File: src/source/bf_pkg.sv
package bf_pkg;

	localparam int NODE_COUNT = 32;
	localparam int EDGE_DEPTH = 32;
	localparam int PIPE_DRAIN = 3; // edge issue to write-back

	typedef logic [4:0] node_t;
	typedef logic [3:0] weight_t;
	typedef logic [6:0] dist_t;
	typedef logic [4:0] edge_idx_t;
	typedef logic [7:0] wb_adr_t;
	typedef logic [15:0] wb_dat_t;
	typedef logic [13:0] edge_word_t; // weight, from, to

	localparam dist_t DIST_INF = 7'd127; // unreachable, also the saturation value

	// edge word fields
	localparam int EDGE_TO_LSB = 0;
	localparam int EDGE_FROM_LSB = 5;
	localparam int EDGE_WEIGHT_LSB = 10;

	// register map
	localparam wb_adr_t ADR_EDGE_BASE = 8'h00;
	localparam wb_adr_t ADR_SOURCE = 8'h20;
	localparam wb_adr_t ADR_DEST = 8'h21;
	localparam wb_adr_t ADR_STATUS = 8'h22;
	localparam wb_adr_t ADR_PATH_BASE = 8'h40;

	typedef enum logic [2:0] {
		IDLE,
		INIT,
		SWEEP,
		DRAIN,
		DONE
	} sweep_state_t;

endpackage

File: src/source/edge_if.sv
`timescale 1ns/10ps

// edge stream from the table through the sweep controller into the pipeline
interface edge_if import bf_pkg::*; ();

	edge_idx_t idx;
	logic valid;
	node_t src;
	node_t dst;
	weight_t weight;
	logic last; // zero word or final slot

	modport tbl (input idx, output src, output dst, output weight, output last);
	modport sweep (output idx, output valid, input last);
	modport pipe (input valid, input src, input dst, input weight);

endinterface

File: src/source/bf_path_walker.sv
`timescale 1ns/10ps

module bf_path_walker import bf_pkg::*; (
	input logic clk,
	input logic clr,
	input logic start, // new run, path no longer valid
	input logic walk,
	input node_t dest,
	input node_t source,
	output node_t probe_node,
	input dist_t probe_dist,
	input node_t probe_pred,
	output logic path_ready,
	output node_t path_len,
	input node_t path_idx,
	output wb_dat_t path_word
);

	wb_dat_t path_buf [NODE_COUNT];
	logic active;
	node_t cur;
	node_t cnt; // entries stored so far
	logic stop;

	assign probe_node = cur;
	assign path_word = path_buf[path_idx];

	// reached the source, hit an unreachable node, or the buffer is full
	assign stop = (cur == source) || (probe_dist == DIST_INF) ||
		(cnt == node_t'(NODE_COUNT - 1));

	always_ff @(posedge clk or posedge clr) begin
		if (clr) begin
			active <= 1'b0;
			cur <= '0;
			cnt <= '0;
			path_ready <= 1'b0;
			path_len <= '0;
		end else if (walk) begin
			active <= 1'b1;
			cur <= dest;
			cnt <= '0;
			path_ready <= 1'b0;
		end else if (start) begin
			active <= 1'b0;
			path_ready <= 1'b0;
		end else if (active) begin
			if (stop) begin
				active <= 1'b0;
				path_ready <= 1'b1;
				path_len <= cnt + 1'b1;
			end else begin
				cur <= probe_pred; // one hop toward the source
				cnt <= cnt + 1'b1;
			end
		end
	end

	always_ff @(posedge clk) begin
		if (active)
			path_buf[cnt] <= {1'b0, probe_dist, 3'b000, cur};
	end

endmodule

File: src/source/bf_relax_pipe.sv
`timescale 1ns/10ps

module bf_relax_pipe import bf_pkg::*; (
	input logic clk,
	input logic clr,
	edge_if.pipe edges,
	input node_t source,
	input logic init,
	output logic updated,
	input node_t probe_node,
	output dist_t probe_dist,
	output node_t probe_pred
);

	dist_t dist_mem [NODE_COUNT];
	node_t pred_mem [NODE_COUNT];

	logic s1_valid; // registered edge
	node_t s1_src;
	node_t s1_dst;
	weight_t s1_weight;

	logic s2_valid; // operands and sum
	node_t s2_src;
	node_t s2_dst;
	dist_t s2_from;
	dist_t s2_to;
	dist_t s2_sum;

	logic s3_wr; // write-back
	node_t s3_src;
	node_t s3_dst;
	dist_t s3_sum;

	dist_t from_d;
	dist_t to_d;
	logic [7:0] raw_sum;
	logic s2_lower;

	// operand read, newest in-flight value wins
	always_comb begin
		from_d = dist_mem[s1_src];
		to_d = dist_mem[s1_dst];
		if (s3_wr && s3_dst == s1_src)
			from_d = s3_sum;
		if (s3_wr && s3_dst == s1_dst)
			to_d = s3_sum;
		if (s2_lower && s2_dst == s1_src)
			from_d = s2_sum;
		if (s2_lower && s2_dst == s1_dst)
			to_d = s2_sum;
	end

	assign raw_sum = {1'b0, from_d} + {4'b0000, s1_weight};
	assign s2_lower = s2_valid && (s2_from != DIST_INF) && (s2_sum < s2_to);
	assign updated = s3_wr;
	assign probe_dist = dist_mem[probe_node];
	assign probe_pred = pred_mem[probe_node];

	always_ff @(posedge clk or posedge clr) begin
		if (clr) begin
			s1_valid <= 1'b0;
			s2_valid <= 1'b0;
			s3_wr <= 1'b0;
		end else begin
			s1_valid <= edges.valid;
			s2_valid <= s1_valid;
			s3_wr <= s2_lower;
		end
	end

	always_ff @(posedge clk) begin
		s1_src <= edges.src;
		s1_dst <= edges.dst;
		s1_weight <= edges.weight;
		s2_src <= s1_src;
		s2_dst <= s1_dst;
		s2_from <= from_d;
		s2_to <= to_d;
		s2_sum <= (raw_sum >= {1'b0, DIST_INF}) ? DIST_INF : raw_sum[6:0]; // saturate
		s3_src <= s2_src;
		s3_dst <= s2_dst;
		s3_sum <= s2_sum;
	end

	// distance and predecessor files
	always_ff @(posedge clk) begin
		if (init) begin
			for (int i = 0; i < NODE_COUNT; i++) begin
				dist_mem[i] <= (node_t'(i) == source) ? dist_t'(0) : DIST_INF;
				pred_mem[i] <= node_t'(i); // every node points to itself
			end
		end else if (s3_wr) begin
			dist_mem[s3_dst] <= s3_sum;
			pred_mem[s3_dst] <= s3_src;
		end
	end

endmodule

File: src/source/bf_sweep_ctrl.sv
`timescale 1ns/10ps

module bf_sweep_ctrl import bf_pkg::*; (
	input logic clk,
	input logic clr,
	edge_if.sweep edges,
	input logic start,
	output logic init,
	input logic updated,
	output logic busy,
	output logic run_done
);

	sweep_state_t state;
	edge_idx_t idx;
	logic [1:0] drain_cnt;
	logic [4:0] pass_cnt; // completed passes
	logic changed;
	logic more;

	assign edges.idx = idx;
	// the end marker itself is never issued
	assign edges.valid = (state == SWEEP) &&
		!(edges.last && idx != edge_idx_t'(EDGE_DEPTH - 1));
	assign init = state == INIT;
	assign busy = state inside {INIT, SWEEP, DRAIN};
	assign run_done = state == DONE;

	// early stop, or Bellman-Ford pass limit reached
	assign more = (changed || updated) && (pass_cnt < 5'(NODE_COUNT - 2));

	always_ff @(posedge clk or posedge clr) begin
		if (clr) begin
			state <= IDLE;
			idx <= '0;
			drain_cnt <= '0;
			pass_cnt <= '0;
			changed <= 1'b0;
		end else begin
			case (state)
				IDLE, DONE: begin
					if (start)
						state <= INIT;
				end
				INIT: begin
					idx <= '0;
					pass_cnt <= '0;
					changed <= 1'b0;
					state <= SWEEP;
				end
				SWEEP: begin
					changed <= changed | updated;
					drain_cnt <= '0;
					if (edges.last)
						state <= DRAIN;
					else
						idx <= idx + 1'b1;
				end
				DRAIN: begin
					changed <= changed | updated;
					drain_cnt <= drain_cnt + 1'b1;
					if (drain_cnt == 2'(PIPE_DRAIN - 1)) begin
						// last write-back of the pass lands this cycle
						idx <= '0;
						changed <= 1'b0;
						pass_cnt <= pass_cnt + 1'b1;
						state <= more ? SWEEP : DONE;
					end
				end
				default: state <= IDLE;
			endcase
		end
	end

endmodule

File: src/source/bf_top.sv
`timescale 1ns/10ps

module bf_top import bf_pkg::*; (
	input logic clk,
	input logic clr,
	input logic wb_cyc,
	input logic wb_stb,
	input logic wb_we,
	input wb_adr_t wb_adr,
	input wb_dat_t wb_dat_w,
	output wb_dat_t wb_dat_r,
	output logic wb_ack
);

	edge_if edges ();

	logic start;
	logic walk;
	logic init;
	logic updated;
	logic busy;
	logic run_done;
	logic path_ready;
	node_t source;
	node_t dest;
	node_t probe_node;
	node_t probe_pred;
	node_t path_len;
	node_t path_idx;
	dist_t probe_dist;
	wb_dat_t path_word;

	// input side
	bf_wb_regs regs0 (
		.clk(clk), .clr(clr),
		.wb_cyc(wb_cyc), .wb_stb(wb_stb), .wb_we(wb_we), .wb_adr(wb_adr),
		.wb_dat_w(wb_dat_w), .wb_dat_r(wb_dat_r), .wb_ack(wb_ack),
		.tbl(edges.tbl),
		.start(start), .source(source), .walk(walk), .dest(dest),
		.busy(busy), .run_done(run_done),
		.path_ready(path_ready), .path_len(path_len),
		.path_idx(path_idx), .path_word(path_word)
	);

	bf_sweep_ctrl ctrl0 (
		.clk(clk), .clr(clr), .edges(edges.sweep), .start(start), .init(init),
		.updated(updated), .busy(busy), .run_done(run_done)
	);

	bf_relax_pipe pipe0 (
		.clk(clk), .clr(clr), .edges(edges.pipe), .source(source), .init(init),
		.updated(updated), .probe_node(probe_node), .probe_dist(probe_dist),
		.probe_pred(probe_pred)
	);

	// output side
	bf_path_walker walker0 (
		.clk(clk), .clr(clr), .start(start), .walk(walk), .dest(dest), .source(source),
		.probe_node(probe_node), .probe_dist(probe_dist), .probe_pred(probe_pred),
		.path_ready(path_ready), .path_len(path_len),
		.path_idx(path_idx), .path_word(path_word)
	);

endmodule

File: src/source/bf_wb_regs.sv
`timescale 1ns/10ps

module bf_wb_regs import bf_pkg::*; (
	input logic clk,
	input logic clr,
	input logic wb_cyc,
	input logic wb_stb,
	input logic wb_we,
	input wb_adr_t wb_adr,
	input wb_dat_t wb_dat_w,
	output wb_dat_t wb_dat_r,
	output logic wb_ack,
	edge_if.tbl tbl,
	output logic start,
	output node_t source,
	output logic walk,
	output node_t dest,
	input logic busy,
	input logic run_done,
	input logic path_ready,
	input node_t path_len,
	output node_t path_idx,
	input wb_dat_t path_word
);

	edge_word_t edge_mem [EDGE_DEPTH];
	edge_word_t cur_word;
	logic req;
	logic wr_req;
	logic in_edges;
	logic in_path;
	logic src_ok;
	logic dst_ok;
	wb_dat_t status_word;
	wb_dat_t rd_mux;

	assign req = wb_cyc && wb_stb && !wb_ack; // first cycle of a transfer only
	assign wr_req = req && wb_we;
	assign in_edges = (wb_adr & 8'hE0) == ADR_EDGE_BASE;
	assign in_path = (wb_adr & 8'hE0) == ADR_PATH_BASE;
	assign src_ok = wr_req && (wb_adr == ADR_SOURCE) && !busy;
	assign dst_ok = wr_req && (wb_adr == ADR_DEST) && run_done;
	assign path_idx = wb_adr[4:0];

	// entry under the sweep index
	assign cur_word = edge_mem[tbl.idx];
	assign tbl.dst = cur_word[EDGE_TO_LSB +: $bits(node_t)];
	assign tbl.src = cur_word[EDGE_FROM_LSB +: $bits(node_t)];
	assign tbl.weight = cur_word[EDGE_WEIGHT_LSB +: $bits(weight_t)];
	assign tbl.last = (cur_word == '0) || (tbl.idx == edge_idx_t'(EDGE_DEPTH - 1));

	assign status_word = {3'b000, path_len, 5'b00000, path_ready, run_done, busy};

	always_comb begin
		rd_mux = '0;
		if (in_edges)
			rd_mux = wb_dat_t'(edge_mem[wb_adr[4:0]]);
		else if (in_path)
			rd_mux = path_word;
		else if (wb_adr == ADR_STATUS)
			rd_mux = status_word;
	end

	always_ff @(posedge clk or posedge clr) begin
		if (clr) begin
			wb_ack <= 1'b0;
			start <= 1'b0;
			walk <= 1'b0;
			source <= '0;
			dest <= '0;
		end else begin
			wb_ack <= req;
			start <= src_ok; // lines up with the ack
			walk <= dst_ok;
			if (src_ok)
				source <= wb_dat_w[4:0];
			if (dst_ok)
				dest <= wb_dat_w[4:0];
		end
	end

	always_ff @(posedge clk) begin
		if (wr_req && in_edges)
			edge_mem[wb_adr[4:0]] <= wb_dat_w[$bits(edge_word_t)-1:0];
		if (req)
			wb_dat_r <= rd_mux; // held through the ack cycle
	end

endmodule

File: config.mk
export PLATFORM = sky130hd
export DESIGN_NAME = bf_top
export DESIGN_NICKNAME = d
export VERILOG_FILES = /design/src/source/bf_pkg.sv /design/src/source/edge_if.sv /design/src/source/bf_path_walker.sv /design/src/source/bf_relax_pipe.sv /design/src/source/bf_sweep_ctrl.sv /design/src/source/bf_top.sv /design/src/source/bf_wb_regs.sv
export SDC_FILE = /design/constraint.sdc
export NUM_CORES = 2
export LEC_CHECK = 0
export BUFFER_PORTS_ARGS = -buffer_cell sky130_fd_sc_hd__buf_2
export CAP_MARGIN = 25
export CORE_MARGIN = 5
export CORE_UTILIZATION = 50
export DETAILED_ROUTE_END_ITERATION = 10
export PLACE_DENSITY = 0.65
export SLEW_MARGIN = 0
export SYNTH_ARGS = -nofsm -noshare
export SYNTH_HDL_FRONTEND = slang
export SYNTH_SLANG_ARGS = --single-unit
export TNS_END_PERCENT = 1
File: constraint.sdc
create_clock -name clk -period 8.9 [get_ports clk]
set_clock_uncertainty 0.1 [all_clocks]
set_input_delay 2.67 -clock clk [delete_from_list [all_inputs] [get_ports clk]]
set_output_delay 2.67 -clock clk [all_outputs]
set_load 0.05 [all_outputs]
# Yosys cells after proc, flatten, opt, wreduce, memory -nomap -nowiden
# Memories as Yosys holds them, arrays and structs flattened. A register that Yosys moved wholly into a read port is not among the register bits.
# Index checks and enable logic that the tools add are counted.
# word_totals
regBits	127
mem_bits_rw	1216
inputBits	29
out_inout_bits	17
wordCells	228
n_memories	4
# memory_table
name	words	word_bits	read_ports	rd_clocked_by_memory_dff	write_ports	line_no	rtl
regs0.edge_mem	32	14	2	0	1	bf_wb_regs.sv:26	edge_word_t edge_mem [EDGE_DEPTH];
walker0.path_buf	32	12	1	0	1	bf_path_walker.sv:19	wb_dat_t path_buf [NODE_COUNT];
pipe0.dist_mem	32	7	3	2	32	bf_relax_pipe.sv:15	dist_t dist_mem [NODE_COUNT];
pipe0.pred_mem	32	5	1	0	32	bf_relax_pipe.sv:16	node_t pred_mem [NODE_COUNT];
# op_classes
addsub	5
order_cmp	3
eq_ne	56
n_mux	83
n_bitwise	3
n_reduce_logical	43
# op_table
operator	n
7-bit two-way mux	37
5-bit equality test (first input constant)	16
5-bit two-way mux	14
4-bit by 5-bit equality test with 1-bit output (first input constant)	8
5-bit equality test	5
8-bit by 6-bit equality test with 1-bit output (second input constant)	3
3-bit by 5-bit equality test with 1-bit output (first input constant)	4
1-bit two-way mux	20
1-bit logical AND	17
16-bit two-way mux	1
5-bit by 1-bit adder with 5-bit output (second input constant)	3
5-bit one-hot mux with 3 select lines	1
14-bit zero test	1
14-bit two-way mux	1
13-bit two-way mux	1
3-bit two-way mux	4
3-bit one-hot mux with 4 select lines	1
2-bit by 5-bit equality test with 1-bit output (first input constant)	2
5-bit equality test (second input constant)	2
2-bit != test (second input constant)	5
5-bit one-hot mux with 2 select lines	1
3-bit by 2-bit equality test with 1-bit output (second input constant)	3
3-bit AND reduction	3
3-bit nonzero test	3
28 further kinds	37

# Depth between registers and ports, before layout
# An unclocked memory read counts as a cell.
# logic_depth
depth_word	8
mapped_depth	19
ltp_nobuf	16

# By module
# Synthesis repeated with hierarchy kept, for this count alone.
# unflattened
cells_unflattened	3612
hier_area_um2	63118.0
# by_module_without_submodules
module	n_inst	cells_per_inst	area_each_um2	seq_area_each_um2
bf_relax_pipe	1	1598	24114.4	12847.3
bf_wb_regs	1	1172	22212.6	14258.7
bf_path_walker	1	754	15886.5	11956.5
bf_sweep_ctrl	1	88	904.6	400.4

# Least setup slack after synthesis
# OpenSTA, ideal clock, no wires.
# synth_timing
kind	input -> register
start	in wb_adr[1]
end	mem regs0.edge_mem[11][0] (netlist name), enable pin
setup_ps	384
t_arrival_ps	5191
required_time_ps	8416
slack_ps	3224
stages	7
n_path_buf	5
cell_sequence	clkbuf_1 -> clkbuf_1 -> buf_1 -> buf_1 -> buf_1 -> nand3_1 -> nor2_1
# synth_lines
element	line_no	rtl
from (decl)	bf_top.sv:9	input wb_adr_t wb_adr,
to (decl)	bf_wb_regs.sv:26	
# No word-level cell before the write port.

# Worst setup path in the final report
# layout_timing
start	reg pipe0.s1_src[1]
end	reg pipe0.s2_sum[1]
# layout_between
elab_chain_len	6
elab_cells_between_ends	8
classes_between	1 x add/sub; 1 x order compare; 2 x eq/ne; 2 x mux; 2 x reduce/logical
# layout_rtl
element	line_no	rtl
from (decl)	bf_relax_pipe.sv:19	node_t s1_src;
from (signal assigned)	bf_relax_pipe.sv:73	s1_src <= edges.src;
5-bit equality test	bf_relax_pipe.sv:44	if (s3_wr && s3_dst == s1_src)
1-bit logical AND	bf_relax_pipe.sv:44	
7-bit two-way mux	bf_relax_pipe.sv:44	
7-bit two-way mux (*)	bf_relax_pipe.sv:48	if (s2_lower && s2_dst == s1_src)
via pipe0.from_d[3]	bf_relax_pipe.sv:35	dist_t from_d;
7-bit by 4-bit adder with 8-bit output (*)	bf_relax_pipe.sv:54	assign raw_sum = {1'b0, from_d} + {4'b0000, s1_weight};
8-bit by 7-bit >= comparator with 1-bit output (*)	bf_relax_pipe.sv:80	s2_sum <= (raw_sum >= {1'b0, DIST_INF}) ? DIST_INF : raw_sum[6:0];
to (signal assigned)	bf_relax_pipe.sv:80	
to (decl)	bf_relax_pipe.sv:28	dist_t s2_sum;
# The timed path passes the listed nets; every way through them passes the cells marked *.
# A chain may end at the register's enable or synchronous reset.

==> qor.yml <==
status: "finished, final reports clean"
r2r_start: "pipe0.s1_src[1]"
synth_top_family_by_area: "multiplexers"
ys_seq_area_frac: 0.634
postRouteAntennaNets: 0
hold_buffers: 0
slew_headroom: 0.262
vias: 36939
arrival_ns: 5.98
route.final.wire_length_um: 182000
min_path_type: "reg2reg"
die_y_um: 363
cp-end-kind: "flop"
synthArstFlopShare: 0.0365
globalRouteOverflowTotal: 0
synth_cell_types: 86
drtPass1Iterations: 6
seq_area_sq_um: 39500
clock_path_buffers: 3
coreArea_sq_um: 124000
synthToLayoutAreaGrowth_pct: 11.7
cellPowerDensity_nw_per_um2: 216
r2r_cells: 13
grt_pass1_vias: 35849
drt_iter0_drc: 4846
timing.final.crit_share: 0.612
crit_slowest_cell: "dfxtp_2"
holdPathStages: 0
ir_drop_v: 0.000320
syn_inst: 3599
fin_ws_ns: 3.45
synth_fa_ha_area_frac: 0.00450
cap_violations: 0
synth_compound_area_frac: 0.0675
cts_resized: 0
antenna_found_initial: 6
grt_pass1_wl_um: 261000
drv_slew: 0
dieWidth_um: 363
multi_input_area_sq_um: 21500
io_buffers: 42
hp-start: "pipe0.s2_src[4]"
pre_cts_slack_ns: 2.65
fp.dieArea_sq_um: 132000
layout_min_cycle_time_ns: 5.45
place.gp.congestion: 0.933
rsz0062_at_grt: "false"
grt_max_degree: 85
clk_pin_slew_ns: 0.06
layout-drive-gt1-share: 0.279
synth_area_sq_um: 62200
synthSimpleGateAreaFrac: 0.0501
yosys_warnings: 0
hold_viol_final: 0
synth_xor_area_frac: 0.00507
cts_sinks: 1342
synth_edf_count: 1231
synth_seq_cells: 1342
setup_tns_ns: 0
start_kind: "flop"
max_freq_mhz: 184
path_class: "reg2reg"
r2r-end: "pipe0.s2_sum[1]"
numCtsBuffers: 142
synthFlopType: "edfxtp_1"
max_stage_delay_ns: 0.97
ioPinCount: 46
crit_fanout: 31
worstMarginPinSlew_ns: 1.11
fillCellCount: 9528
r2r_slack_ns: 3.45
num_rows: 129
grt_usage: 0.276
root_buffer: "clkbuf_16"
fin_nets: 3729
cts_tree: "yes"
post_cts_buffers: 0
wl_per_cell_um: 33.5
htreeDepth: 4
path_cells: "buf_4, mux4_2, mux4_2, mux2i_1, o21ai_0, mux2_2, ha_1, nand2_1, o21ai_0, nor2_1, maj3_1, a31oi_1, nand2_1"
holdPathEnd: "pipe0.s3_src[4]"
drc: 0
synth_area_per_cell_sq_um: 17.3
leakage_nw: 23.3
via_per_inst: 6.80
required_ns: 9.44
dp_hpwl_um: 119000
synthMuxAreaShare: 0.216
clk_latency_ns: 0.77
start_util: 0.503
finalSetupViolations: 0
synth_fp_nets: 3649
## state kept, by name, indices dropped and copies added, names as in the netlist, 4 cells and up
signal	count
walker0.path_len	5
pipe0.dist_mem	224
walker0.cnt	5
pipe0.s2_src	5
pipe0.s1_weight	4
pipe0.s2_dst	5
pipe0.s3_src	5
pipe0.s3_sum	7
pipe0.s3_dst	5
pipe0.s1_src	5
ctrl0.pass_cnt	5
regs0.dest	5
pipe0.s2_to	7
pipe0.s2_from	7
walker0.probe_node	5
regs0.source	5
pipe0.pred_mem	160
ctrl0.edges.idx	5
pipe0.s2_sum	7
pipe0.s1_dst	5
regs0.edge_mem	448
walker0.path_buf	384
regs0.wb_dat_r	15
## power breakdown
| group | switching [mW] | internal, mW |
|---|---|---|
| Sequential | 0.174 | 6.93 |
| Combinational | 1.30 | 0.766 |
| Clock | 2.48 | 3.39 |
## cells in the final DEF (no fill, tap or decap), types with 33 or more instances in the layout
cell type	count
edfxtp_1	1231
mux4_2	538
a21o_1	229
buf_4	179
clkbuf_16	147
nor2_1	136
nand2_1	132
mux2i_1	101
and2_1	97
or3_1	86
a22oi_1	85
a21oi_1	85
dfxtp_1	58
dfrtp_1	42
buf_2	40
nand3_1	33
## critical path, delay by kind of cell (launching register included)
family,cells,cell delay [ns]
compound gates,3,1.01
simple gates,3,0.26
mux,4,1.64
flops,1,0.97
fa+ha+maj,2,0.67
buf+inv,1,0.62
## worst max path at each step
stage	to	start	cells after the start
floorplan	regs0.edge_mem[11][0]	wb_adr[1]	7
global placement	regs0.wb_dat_r[11]	wb_adr[0]	8
CTS	regs0.wb_dat_r[11]	wb_adr[0]	8
global route	pipe0.s2_sum[1]	pipe0.s1_src[1]	13
finish	pipe0.s2_sum[1]	pipe0.s1_src[1]	13
detailed placement	regs0.wb_dat_r[11]	wb_adr[0]	8
## cell usage after synthesis (all sizes together) (11+ instances only)
library cell	count	share of area
nand4	21	0.0021
clkbuf	203	0.012
inv	21	0.0013
a21oi	86	0.0070
ha	20	0.0040
xnor2	15	0.0021
nand2	132	0.0080
mux4	538	0.19
a21o	229	0.028
nor2	150	0.0090
or3	86	0.0086
mux2	30	0.0054
edfxtp	1231	0.59
nand3	33	0.0027
o221ai	11	0.0015
o211ai	13	0.0016
dfrtp	49	0.020
a22oi	86	0.010
a22o	13	0.0018
and2	98	0.0099
buf	99	0.0091
a221oi	12	0.0017
nor3	21	0.0018
o21ai	66	0.0053
a31oi	16	0.0016
a211oi	14	0.0017
dfxtp	62	0.020
mux2i	101	0.016
xor2	21	0.0030
nor2b	17	0.0017
## final cells by class
type | count | share of cell area
flip-flops and latches | 1342 | 0.568
multi-input cells | 1930 | 0.309
clock buffers | 189 | 0.0568
well taps | 1637 | 0.0295
repair buffers | 238 | 0.0266
clock inverters | 66 | 0.00920
inverters | 25 | 0.00135
diodes | 6 | 0.000216
## logic make-up after synthesis
logic type	after synthesis
xor+xnor	36
buf+inv	327
flops	1342
mux	669
other cells	1
fa+ha+maj	22
simple gates	606
compound gates	596
## routing by layer
layer  track usage  share of wire
met1         0.399           0.39
met2         0.407           0.45
met3        0.0819           0.12
met4        0.0870          0.035
met5             0              0
## stage by stage
step,total power [mW],std cells,cell area [sq um],util,hold slack [ns]
floorplan,8.55,3599,62200,-,0.210
global placement,9.25,5153,64600,0.523,0.211
detailed placement,9.26,5168,64800,0.525,0.212
CTS,15.1,5423,69400,0.562,0.225
global route,15.5,5428,69500,0.562,0.230
finish,15.0,5433,69500,0.562,0.226
(Power assumes the default switching activity.)
